===== config.mk =====
export PLATFORM = sky130hd
export DESIGN_NAME = eccMemTop
export DESIGN_NICKNAME = d
export VERILOG_FILES = /design/src/eccMemPkg.sv /design/src/eccEncoder.sv /design/src/eccErrorLog.sv /design/src/eccMemTop.sv /design/src/eccStorage.sv /design/src/hsiaoCorrector.sv
export SDC_FILE = /design/constraint.sdc
export NUM_CORES = 1
export LEC_CHECK = 0
export ABC_AREA = 0
export BUFFER_PORTS_ARGS = -buffer_cell sky130_fd_sc_hd__buf_2
export CORE_ASPECT_RATIO = 1.5
export CORE_MARGIN = 4
export CORE_UTILIZATION = 30
export CTS_BUF_LIST = sky130_fd_sc_hd__clkbuf_4 sky130_fd_sc_hd__clkbuf_8
export CTS_CLUSTER_DIAMETER = 60
export DETAILED_ROUTE_END_ITERATION = 12
export GPL_TIMING_DRIVEN = 0
export SYNTH_ARGS = -nofsm -noshare
export SYNTH_HDL_FRONTEND = slang
export SYNTH_SLANG_ARGS = --single-unit
export TNS_END_PERCENT = 30

===== constraint.sdc =====
create_clock -name clk -period 7.01 [get_ports clk]
set_input_delay 1.402 -clock clk [delete_from_list [all_inputs] [get_ports clk]]
set_output_delay 1.402 -clock clk [all_outputs]
set_load 0.01 [all_outputs]

===== src/eccMemPkg.sv =====
// Shared widths, the Hsiao check matrix, the read status type and the syndrome function
// for the ECC-protected memory
package eccMemPkg;

  // Data bits carried by each word
  localparam int unsigned DataWidth = 32;

  // Hsiao SEC-DED needs clog2(DataWidth) + 2 check bits
  localparam int unsigned ParityWidth = 7;

  // Codeword holds the data in the low bits and the check bits above it
  localparam int unsigned CodeWidth = DataWidth + ParityWidth;

  // Address bits and number of RAM entries
  localparam int unsigned AddrWidth = 4;
  localparam int unsigned Depth = 2 ** AddrWidth;

  // Error counters stick at their maximum value
  localparam int unsigned CountWidth = 8;

  // One row per check bit, listing the codeword bits that this check bit covers
  // Data column j is the j-th weight-3 pattern of 7 bits in ascending order
  // (7, 11, 13, 14, 19, ... 97, 98), so every data column is distinct and of odd weight
  // Check column k has bit k alone set, which puts bit 32+k into row k
  // Every row below was derived from that column list by hand
  localparam logic [CodeWidth-1:0] HsiaoMasks [ParityWidth] = '{
    // Row 0 covers data 0 1 2 4 5 7 10 11 13 16 20 21 23 26 30
    39'h0144B12CB7,
    // Row 1 covers data 0 1 3 4 6 8 10 12 14 17 20 22 24 27 31
    39'h028952555B,
    // Row 2 covers data 0 2 3 5 6 9 11 12 15 18 21 22 25 28
    39'h0412649A6D,
    // Row 3 covers data 1 2 3 7 8 9 13 14 15 19 23 24 25 29
    39'h082388E38E,
    // Row 4 covers data 4 to 9, 16 to 19 and 26 to 29
    39'h103C0F03F0,
    // Row 5 covers data 10 to 19 plus 30 and 31
    39'h20C00FFC00,
    // Row 6 covers data 20 to 31
    39'h40FFF00000
  };

  // Outcome of one read
  // EccOk means the syndrome was zero
  // EccCorrected means a single flipped bit was repaired
  // EccUncorrectable means an even number of bits flipped and the data is not trusted
  typedef enum logic [1:0] {
    EccOk            = 2'd0,
    EccCorrected     = 2'd1,
    EccUncorrectable = 2'd2
  } eccStatusE;

  // Parity of the codeword under each row of the matrix
  // With the check field held at zero this yields the check bits of the data
  // On a stored codeword it yields the syndrome, which is zero for a clean word
  function automatic logic [ParityWidth-1:0] calcSyndrome(
    input logic [CodeWidth-1:0] code
  );
    logic [ParityWidth-1:0] syndrome;
    for (int k = 0; k < ParityWidth; k++) begin
      syndrome[k] = ^(code & HsiaoMasks[k]);
    end
    return syndrome;
  endfunction

endpackage


===== src/eccEncoder.sv =====
`timescale 1ns/1ps

// Write side of the memory
// A write request is encoded into a Hsiao codeword and registered for the RAM
// so the RAM sees the strobe one cycle after wrEn
module eccEncoder (
  input  logic                            clk,
  input  logic                            rst,
  input  logic                            wrEn,
  input  logic [eccMemPkg::AddrWidth-1:0] wrAddr,
  input  logic [eccMemPkg::DataWidth-1:0] wrData,
  input  logic [eccMemPkg::CodeWidth-1:0] wrFlipMask,
  output logic                            memWrEn,
  output logic [eccMemPkg::AddrWidth-1:0] memWrAddr,
  output logic [eccMemPkg::CodeWidth-1:0] memWrCode
);

  import eccMemPkg::*;

  // Check bits computed from the data alone
  logic [ParityWidth-1:0] checkBits;

  // Encoded word before fault injection
  logic [CodeWidth-1:0] cleanCode;

  // Encoded word with the injection mask applied
  logic [CodeWidth-1:0] faultyCode;

  // The check field is zero here, so the parity of each row only sees data bits
  assign checkBits = calcSyndrome({{ParityWidth{1'b0}}, wrData});

  // Check bits sit above the data in the codeword
  assign cleanCode = {checkBits, wrData};

  // Every set bit of the mask flips the matching codeword bit
  // This lets self-test corrupt data bits and check bits alike
  assign faultyCode = cleanCode ^ wrFlipMask;

  // Only the strobe needs a defined value out of reset
  always_ff @(posedge clk) begin
    if (rst) begin
      memWrEn <= 1'b0;
    end else begin
      memWrEn <= wrEn;
    end
  end

  // Address and codeword are held until the next write request
  always_ff @(posedge clk) begin
    if (wrEn) begin
      memWrAddr <= wrAddr;
      memWrCode <= faultyCode;
    end
  end

endmodule


===== src/eccErrorLog.sv =====
`timescale 1ns/1ps

// Error statistics for the memory
// Counts corrected and uncorrectable reads and keeps the address of the last
// uncorrectable one, all updated on the cycle after rdValid
module eccErrorLog (
  input  logic                             clk,
  input  logic                             rst,
  input  logic                             rdValid,
  input  logic [eccMemPkg::AddrWidth-1:0]  rdAddrOut,
  input  eccMemPkg::eccStatusE             rdStatus,
  output logic [eccMemPkg::CountWidth-1:0] corrCount,
  output logic [eccMemPkg::CountWidth-1:0] uncorrCount,
  output logic [eccMemPkg::AddrWidth-1:0]  lastErrAddr
);

  import eccMemPkg::*;

  // One strobe per kind of event
  logic corrHit;
  logic uncorrHit;

  // Status is only meaningful while rdValid is high
  assign corrHit   = rdValid && (rdStatus == EccCorrected);
  assign uncorrHit = rdValid && (rdStatus == EccUncorrectable);

  // Counters stop at all ones instead of wrapping back to zero
  always_ff @(posedge clk) begin
    if (rst) begin
      corrCount   <= '0;
      uncorrCount <= '0;
    end else begin
      if (corrHit && (corrCount != '1)) begin
        corrCount <= corrCount + 1'b1;
      end
      if (uncorrHit && (uncorrCount != '1)) begin
        uncorrCount <= uncorrCount + 1'b1;
      end
    end
  end

  // Each new uncorrectable read overwrites the address
  // Corrected reads leave it alone because their data came back intact
  always_ff @(posedge clk) begin
    if (rst) begin
      lastErrAddr <= '0;
    end else if (uncorrHit) begin
      lastErrAddr <= rdAddrOut;
    end
  end

endmodule


===== src/eccMemTop.sv =====
`timescale 1ns/1ps

// ECC-protected memory of 16 words of 32 bits
// Write path is encoder then RAM
// Read path is RAM then corrector, with the error log watching the corrector output
// Read results arrive two cycles after rdEn and the log updates one cycle later
module eccMemTop (
  input  logic                             clk,
  input  logic                             rst,

  // Write request, a single-cycle strobe with its values
  input  logic                             wrEn,
  input  logic [eccMemPkg::AddrWidth-1:0]  wrAddr,
  input  logic [eccMemPkg::DataWidth-1:0]  wrData,
  input  logic [eccMemPkg::CodeWidth-1:0]  wrFlipMask,

  // Read request, a single-cycle strobe with its address
  input  logic                             rdEn,
  input  logic [eccMemPkg::AddrWidth-1:0]  rdAddr,

  // Read result
  output logic                             rdValid,
  output logic [eccMemPkg::DataWidth-1:0]  rdData,
  output eccMemPkg::eccStatusE             rdStatus,

  // Error log
  output logic [eccMemPkg::CountWidth-1:0] corrCount,
  output logic [eccMemPkg::CountWidth-1:0] uncorrCount,
  output logic [eccMemPkg::AddrWidth-1:0]  lastErrAddr
);

  import eccMemPkg::*;

  // Encoder to RAM
  logic                 memWrEn;
  logic [AddrWidth-1:0] memWrAddr;
  logic [CodeWidth-1:0] memWrCode;

  // RAM to corrector
  logic                 memRdValid;
  logic [AddrWidth-1:0] memRdAddr;
  logic [CodeWidth-1:0] memRdCode;

  // Corrector to error log
  logic [AddrWidth-1:0] rdAddrOut;

  // Encoding and fault injection
  eccEncoder i_eccEncoder (
    .clk        (clk),
    .rst        (rst),
    .wrEn       (wrEn),
    .wrAddr     (wrAddr),
    .wrData     (wrData),
    .wrFlipMask (wrFlipMask),
    .memWrEn    (memWrEn),
    .memWrAddr  (memWrAddr),
    .memWrCode  (memWrCode)
  );

  // Codeword storage
  eccStorage i_eccStorage (
    .clk        (clk),
    .rst        (rst),
    .memWrEn    (memWrEn),
    .memWrAddr  (memWrAddr),
    .memWrCode  (memWrCode),
    .rdEn       (rdEn),
    .rdAddr     (rdAddr),
    .memRdValid (memRdValid),
    .memRdAddr  (memRdAddr),
    .memRdCode  (memRdCode)
  );

  // Syndrome decode and single-bit repair
  hsiaoCorrector i_hsiaoCorrector (
    .clk        (clk),
    .rst        (rst),
    .memRdValid (memRdValid),
    .memRdAddr  (memRdAddr),
    .memRdCode  (memRdCode),
    .rdValid    (rdValid),
    .rdAddrOut  (rdAddrOut),
    .rdData     (rdData),
    .rdStatus   (rdStatus)
  );

  // Error statistics
  eccErrorLog i_eccErrorLog (
    .clk         (clk),
    .rst         (rst),
    .rdValid     (rdValid),
    .rdAddrOut   (rdAddrOut),
    .rdStatus    (rdStatus),
    .corrCount   (corrCount),
    .uncorrCount (uncorrCount),
    .lastErrAddr (lastErrAddr)
  );

endmodule


===== src/eccStorage.sv =====
`timescale 1ns/1ps

// Codeword RAM with one write port and one registered read port
// Read data, read address and the valid flag all appear one cycle after rdEn
module eccStorage (
  input  logic                            clk,
  input  logic                            rst,
  input  logic                            memWrEn,
  input  logic [eccMemPkg::AddrWidth-1:0] memWrAddr,
  input  logic [eccMemPkg::CodeWidth-1:0] memWrCode,
  input  logic                            rdEn,
  input  logic [eccMemPkg::AddrWidth-1:0] rdAddr,
  output logic                            memRdValid,
  output logic [eccMemPkg::AddrWidth-1:0] memRdAddr,
  output logic [eccMemPkg::CodeWidth-1:0] memRdCode
);

  import eccMemPkg::*;

  // Storage array holding full codewords including check bits
  logic [CodeWidth-1:0] mem [Depth];

  // Writes land on the edge after memWrEn is seen
  always_ff @(posedge clk) begin
    if (memWrEn) begin
      mem[memWrAddr] <= memWrCode;
    end
  end

  // A read in the same cycle as a write to that address returns the old word
  always_ff @(posedge clk) begin
    if (rdEn) begin
      memRdCode <= mem[rdAddr];
      memRdAddr <= rdAddr;
    end
  end

  // Valid flag marks the cycle in which memRdCode belongs to a read
  always_ff @(posedge clk) begin
    if (rst) begin
      memRdValid <= 1'b0;
    end else begin
      memRdValid <= rdEn;
    end
  end

endmodule


===== src/hsiaoCorrector.sv =====
`timescale 1ns/1ps

// Read side decoder for the Hsiao SEC-DED code
// It computes the syndrome of the stored word, repairs a single flipped bit,
// classifies the read and registers the result one cycle after memRdValid
module hsiaoCorrector (
  input  logic                            clk,
  input  logic                            rst,
  input  logic                            memRdValid,
  input  logic [eccMemPkg::AddrWidth-1:0] memRdAddr,
  input  logic [eccMemPkg::CodeWidth-1:0] memRdCode,
  output logic                            rdValid,
  output logic [eccMemPkg::AddrWidth-1:0] rdAddrOut,
  output logic [eccMemPkg::DataWidth-1:0] rdData,
  output eccMemPkg::eccStatusE            rdStatus
);

  import eccMemPkg::*;

  // Syndrome of the word as it came out of the RAM
  logic [ParityWidth-1:0] syndrome;

  // Codeword after the bit named by the syndrome has been flipped back
  logic [CodeWidth-1:0] fixedCode;

  // Classification of the current read
  eccStatusE status;

  // A clean word gives zero because each row is even over a valid codeword
  assign syndrome = calcSyndrome(memRdCode);

  // Each codeword bit has its own column in the matrix
  // A single error makes the syndrome equal to the column of the flipped bit
  for (genvar j = 0; j < CodeWidth; j++) begin : genCorrect
    logic [ParityWidth-1:0] column;

    // Column j is bit j of every row mask
    for (genvar k = 0; k < ParityWidth; k++) begin : genColumn
      assign column[k] = HsiaoMasks[k][j];
    end

    // All columns have odd weight, so an even syndrome never flips anything
    assign fixedCode[j] = memRdCode[j] ^ (syndrome == column);
  end

  // Odd syndrome weight points to one flipped bit
  // Nonzero even weight means two bits flipped and cannot be repaired
  // Three or more flips fall into whichever class the syndrome weight gives
  always_comb begin
    if (syndrome == '0) begin
      status = EccOk;
    end else if (^syndrome) begin
      status = EccCorrected;
    end else begin
      status = EccUncorrectable;
    end
  end

  // Only the data field leaves the module
  // The repaired check bits are dropped since nothing writes them back
  always_ff @(posedge clk) begin
    if (memRdValid) begin
      rdData    <= fixedCode[DataWidth-1:0];
      rdStatus  <= status;
      rdAddrOut <= memRdAddr;
    end
  end

  // rdValid follows memRdValid by one cycle, so reads pipeline one per cycle
  always_ff @(posedge clk) begin
    if (rst) begin
      rdValid <= 1'b0;
    end else begin
      rdValid <= memRdValid;
    end
  end

endmodule


# Word-level counts from Yosys, hierarchy flattened
# Memories as Yosys holds them, arrays and structs flattened. A register that Yosys moved wholly into a read port is not among the register bits.
# Index checks and enable logic that the tools add are counted.
totals:
  regBits: 108
  ram_bits: 624
  elab_cells: 107
  memories: 1
mem_list:
  columns: ["name", "words", "word_bits", "rd", "rd_clocked_by_memory_dff", "write_ports", "line", "text"]
  rows:
  - ["i_eccStorage.mem", 16, 39, 1, 1, 1, "eccStorage.sv:21", "logic [CodeWidth-1:0] mem [Depth];"]
op_classes:
  add_sub_neg: 2
  eq_ne: 36
  mux: 3
  bitwise: 33
  reduce_logical: 20
op_table:
  columns: ["cell", "n"]
  rows:
  - ["XOR reduction 39 bit", 14]
  - ["== test 7 bit (second input constant)", 12]
  - ["== test 7 x 6 -> 1 bit (second input constant)", 10]
  - ["== test 7 x 5 -> 1 bit (second input constant)", 6]
  - ["bitwise XOR 39 bit", 1]
  - ["bitwise XOR 1 bit", 32]
  - ["== test 7 x 4 -> 1 bit (second input constant)", 3]
  - ["adder 8 x 1 -> 8 bit (second input constant)", 2]
  - ["!= test 8 bit (second input constant)", 2]
  - ["== test 7 x 3 -> 1 bit (second input constant)", 1]
  - ["zero test 7 bit", 1]
  - ["XOR reduction 7 bit", 1]
  - ["logical AND 1 bit", 4]
  - ["== test 2 x 1 -> 1 bit (second input constant)", 1]
  - ["== test 2 bit (second input constant)", 1]
  - ["2-to-1 mux 1 bit", 2]
  - ["2-to-1 mux 2 bit", 1]

# Longest topological paths before layout
logic_depth:
  depth_word: 3
  ltp_mapped: 11
  mapped_depth_nobuf: 11

# Modules after synthesis
# A second synthesis with hierarchy kept.
unflattened:
  cells_unflattened: 1503
  area_unflattened_um2: 30922.2
modules_own_cells:
  columns: ["mod", "n_inst", "cells_per_inst", "area_each_um2", "seq_area_each_um2"]
  rows:
  - ["eccStorage", 1, 1020, 24718.7, 20049.2]
  - ["hsiaoCorrector", 1, 225, 2937.8, 1161.1]
  - ["eccEncoder", 1, 149, 2277.2, 1311.3]
  - ["eccErrorLog", 1, 109, 988.4, 400.4]

# Worst setup path before layout
# OpenSTA, ideal clock, no wires.
synth_timing:
  kind: "register -> register"
  startpoint: "register i_eccEncoder.memWrAddr[2] (netlist bit)"
  endpoint: "memory i_eccStorage.mem[0][0] (netlist bit) (enable)"
  setup_ns: 0.484
  arrival_ns: 3.589
  required_ns: 6.526
  path_slack_ns: 2.937
  path_stages_with_launch: 3
  n_path_buf: 0
  synth_period_minus_slack_ns: 4.073
  cell_sequence: "edfxtp_1 -> or3b_2 -> nor3_1"
synth_lines:
  columns: ["element", "line", "text"]
  rows:
  - ["from (decl)", "eccEncoder.sv:14", "output logic [eccMemPkg::AddrWidth-1:0] memWrAddr,"]
  - ["from (signal assigned)", "eccEncoder.sv:51", "memWrAddr <= wrAddr;"]
  - ["to (decl)", "eccStorage.sv:21", null]
# No word-level cell before the write port.

==> metrics.md <==
| Metric | Value |
|---|---|
| Post-synth EDFFs | `748` |
| Met3 Routed Length | `4710 um` |
| Hold endpoint | `i_hsiaoCorrector.rdAddrOut[0]` |
| CP Launch Type | `input port` |
| Fillers | `9279` |
| F_max | `0.254 GHz` |
| Crit-path max FO | `10` |
| Period utilization | `56.2%` |
| First DRT Iteration DRCs | `1327` |
| Async set-or-reset flop fraction in the synthesized netlist | `0%` |
| Leak | `11.4 nW` |
| Most frequent cells in the layout | `748 x edfxtp_1, 195 x mux4_2, 137 x buf_2` |
| Cell Pwr Density | `293 mW/mm^2` |
| Hold Startpoint | `i_eccStorage.memRdAddr[0]` |
| R2r setup slk | `3810 ps` |
| WL/cell | `25.4 um` |
| M1 WL | `29500 um` |
| Num ports | `138` |
| Launching point of the worst reg2reg path | `i_eccStorage.memRdCode[27]` |
| RSZ-0062 raised after global routing | `false` |
| Data required time of the critical path | `7440 ps` |
| VDD IR-drop max | `0.000151 V` |
| # DRC | `0` |
| First-pass GRT wire length | `111000 um` |
| Total Wirelength | `77400 um` |
| Core Area | `0.100 sq mm` |
| Hold-fix buffers at CTS | `0` |
| Clock transition at path regs | `70 ps` |
| Maxcap violations | `0` |
| WHS | `390 ps` |
| Netlist cell types | `40` |
| Mapped Cells | `1386` |
| Vias | `14800` |
| R2R depth | `6` |
| Initial Util | `30.4%` |
| Final Hold Fails | `0` |
| Synth Flop Type | `edfxtp_1` |
| Post-synth net total | `1475` |
| Most common cell after layout, fill and taps aside | `edfxtp_1` |
| Post-CTS Resized | `0` |
| Met2 WL | `41100 um` |
| Root buf cell | `clkbuf_8` |
| GRT overflow | `0` |
| # setup viols final | `0` |
| Share of cells above drive strength 1 | `31.8%` |
| Slew HR | `17.5%` |
| Worst Path Arrival | `4370 ps` |
| Synth Register Bits | `771` |
| Status | `completed` |
| Hold depth | `0` |
| Die area | `0.107 sq mm` |
| GR Util All Layers | `14.5%` |
| Vert. Die Dim | `398 um` |
| Worst slew pin tran | `1240 ps` |
| Chip Width | `268 um` |
| CP Class | `in -> reg` |
| Layout Cells excl Fill | `3050` |
| Clock sinks | `771` |
| Final Critical Period | `3940 ps` |
| Post-detailed-placement half-perimeter wirelength | `52500 um` |
| CTS tree | `done` |
| Min-Delay Path Class | `reg -> reg` |
| Largest net degree at the start of global routing | `45` |
| GPL Wtd Cong | `0.856` |
| Synthesized area | `0.0304 sq mm` |
| Setup Fix Bufs, Post-CTS | `0` |
| Initial antenna violation count | `3` |
| H-Tree Depth | `3` |
| Yosys warns | `0` |
| Area of the multi-input gates | `0.00740 sq mm` |
| Skew final | `36.8 ps` |
| # port buffers | `137` |
| Vias in the first global route | `15600` |
| Avg Synthesized Cell Area | `21.9 sq um` |
| Tot Pwr | `10.4 mW` |
| Crit Reg-Reg Endpoint | `i_hsiaoCorrector.rdData[29]` |
| Seq. cell area | `0.0229 sq mm` |
| Pins Over Slew Limit | `0` |
| Post-synthesis sequential area ratio | `75.4%` |
| Drt first pass iters | `5` |
| Total CTS buffers | `106` |
| Drt via density | `4.84` |
| Clk Latency, worst-skew pair | `730 ps` |
| Setup crit end kind | `flip-flop` |
| DR top layer | `met4` |
| Clock Path Buffers | `3` |
| Placed instance count | `2861` |
| Layout Nets | `1762` |
| Row count | `142` |
| DRT antenna net count | `0` |
| Area growth, synth to finish | `17.0%` |
-- Yosys cell counts (2+ instances only) --
cell | n | area share, %
a21oi_1 | 3 | 0.049
and3_1 | 2 | 0.041
buf_1 | 11 | 0.14
clkbuf_1 | 34 | 0.42
dfxtp_1 | 23 | 1.5
edfxtp_1 | 748 | 74
ha_1 | 6 | 0.25
inv_1 | 4 | 0.049
mux2i_1 | 10 | 0.33
mux4_2 | 195 | 14
nand2_1 | 17 | 0.21
nand2b_1 | 3 | 0.062
nand3_1 | 5 | 0.082
nand3b_1 | 5 | 0.12
nand4_1 | 4 | 0.082
nor2_1 | 35 | 0.43
nor2b_1 | 7 | 0.14
nor3_1 | 35 | 0.58
or3_1 | 2 | 0.041
xnor2_1 | 118 | 3.4
xnor3_1 | 5 | 0.37
xor2_1 | 96 | 2.8
-- through the flow --
step / setup WS, ps / TNS [ps] / instance area [sq um] / utilization (%)
final: 3070 / 0 / 35600 / 35.5
after global routing: 2900 / 0 / 35600 / 35.5
after CTS: 3010 / 0 / 35600 / 35.5
after detailed placement: 2220 / 0 / 33600 / 33.5
after global placement: -972 / -101440 / 32700 / 32.7
after floorplan: 2940 / 0 / 30400 / -
-- flip-flops by register name (all words and copies together), names as in the netlist, 8 cells and up --
| register | count |
|---|---|
| i_eccErrorLog.uncorrCount | 8 |
| i_eccStorage.mem | 624 |
| i_eccEncoder.memWrCode | 39 |
| i_hsiaoCorrector.rdData | 32 |
| i_eccErrorLog.corrCount | 8 |
| i_eccStorage.memRdCode | 39 |
-- worst max-delay path, cell delays in order --
cell	delay, ps
buf_2	100
clkbuf_1	150
clkbuf_1	600
clkbuf_1	980
mux4_2	610
mux4_2	510
-- final cells by class --
class | instances | share of cell area [%]
Sequential cell | 771 | 64.4
Buffer | 47 | 0.520
Tap cell | 1296 | 4.56
Clock buffer | 132 | 4.70
Timing Repair Buffer | 179 | 3.97
Multi-Input combinational cell | 564 | 20.8
Antenna cell | 3 | 0.0211
Clock inverter | 54 | 0.988
Inverter | 4 | 0.0422
-- metal layers --
metal / up-vias / track usage [%]
met4: 0 / 4.81
met1: 7866 / 17.9
met3: 104 / 2.12
met2: 583 / 26.1
li1: 6223 / -
met5: - / 0
-- cell families after synthesis --
logic type      count (synthesis)  share of synthesized area [%]
compound gates                 10                          0.222
fa+ha+maj                       6                          0.247
xor+xnor                      222                           6.76
mux                           206                           14.8
flops                         771                           75.4
simple gates                  120                           1.94
buf+inv                        51                          0.658
-- worst max path at each step --
stage | startpoint | end | cells past startpoint
after floorplan | i_eccEncoder.memWrAddr[2] | i_eccStorage.mem[0][0] | 2
after global placement | i_eccEncoder.memWrAddr[2] | i_eccStorage.mem[0][30] | 2
after detailed placement | rdAddr[0] | i_eccStorage.memRdCode[4] | 6
after CTS | rdAddr[0] | i_eccStorage.memRdCode[4] | 6
after global routing | rdAddr[0] | i_eccStorage.memRdCode[4] | 6
final | rdAddr[0] | i_eccStorage.memRdCode[36] | 6
-- power breakdown --
group	internal [mW]	total [mW]	switching, mW
Combinational	0.582	1.46	0.876
Sequential	5.40	5.62	0.223
Clock	1.71	3.34	1.63
No activity file was read; power rests on OpenSTA's default activity.
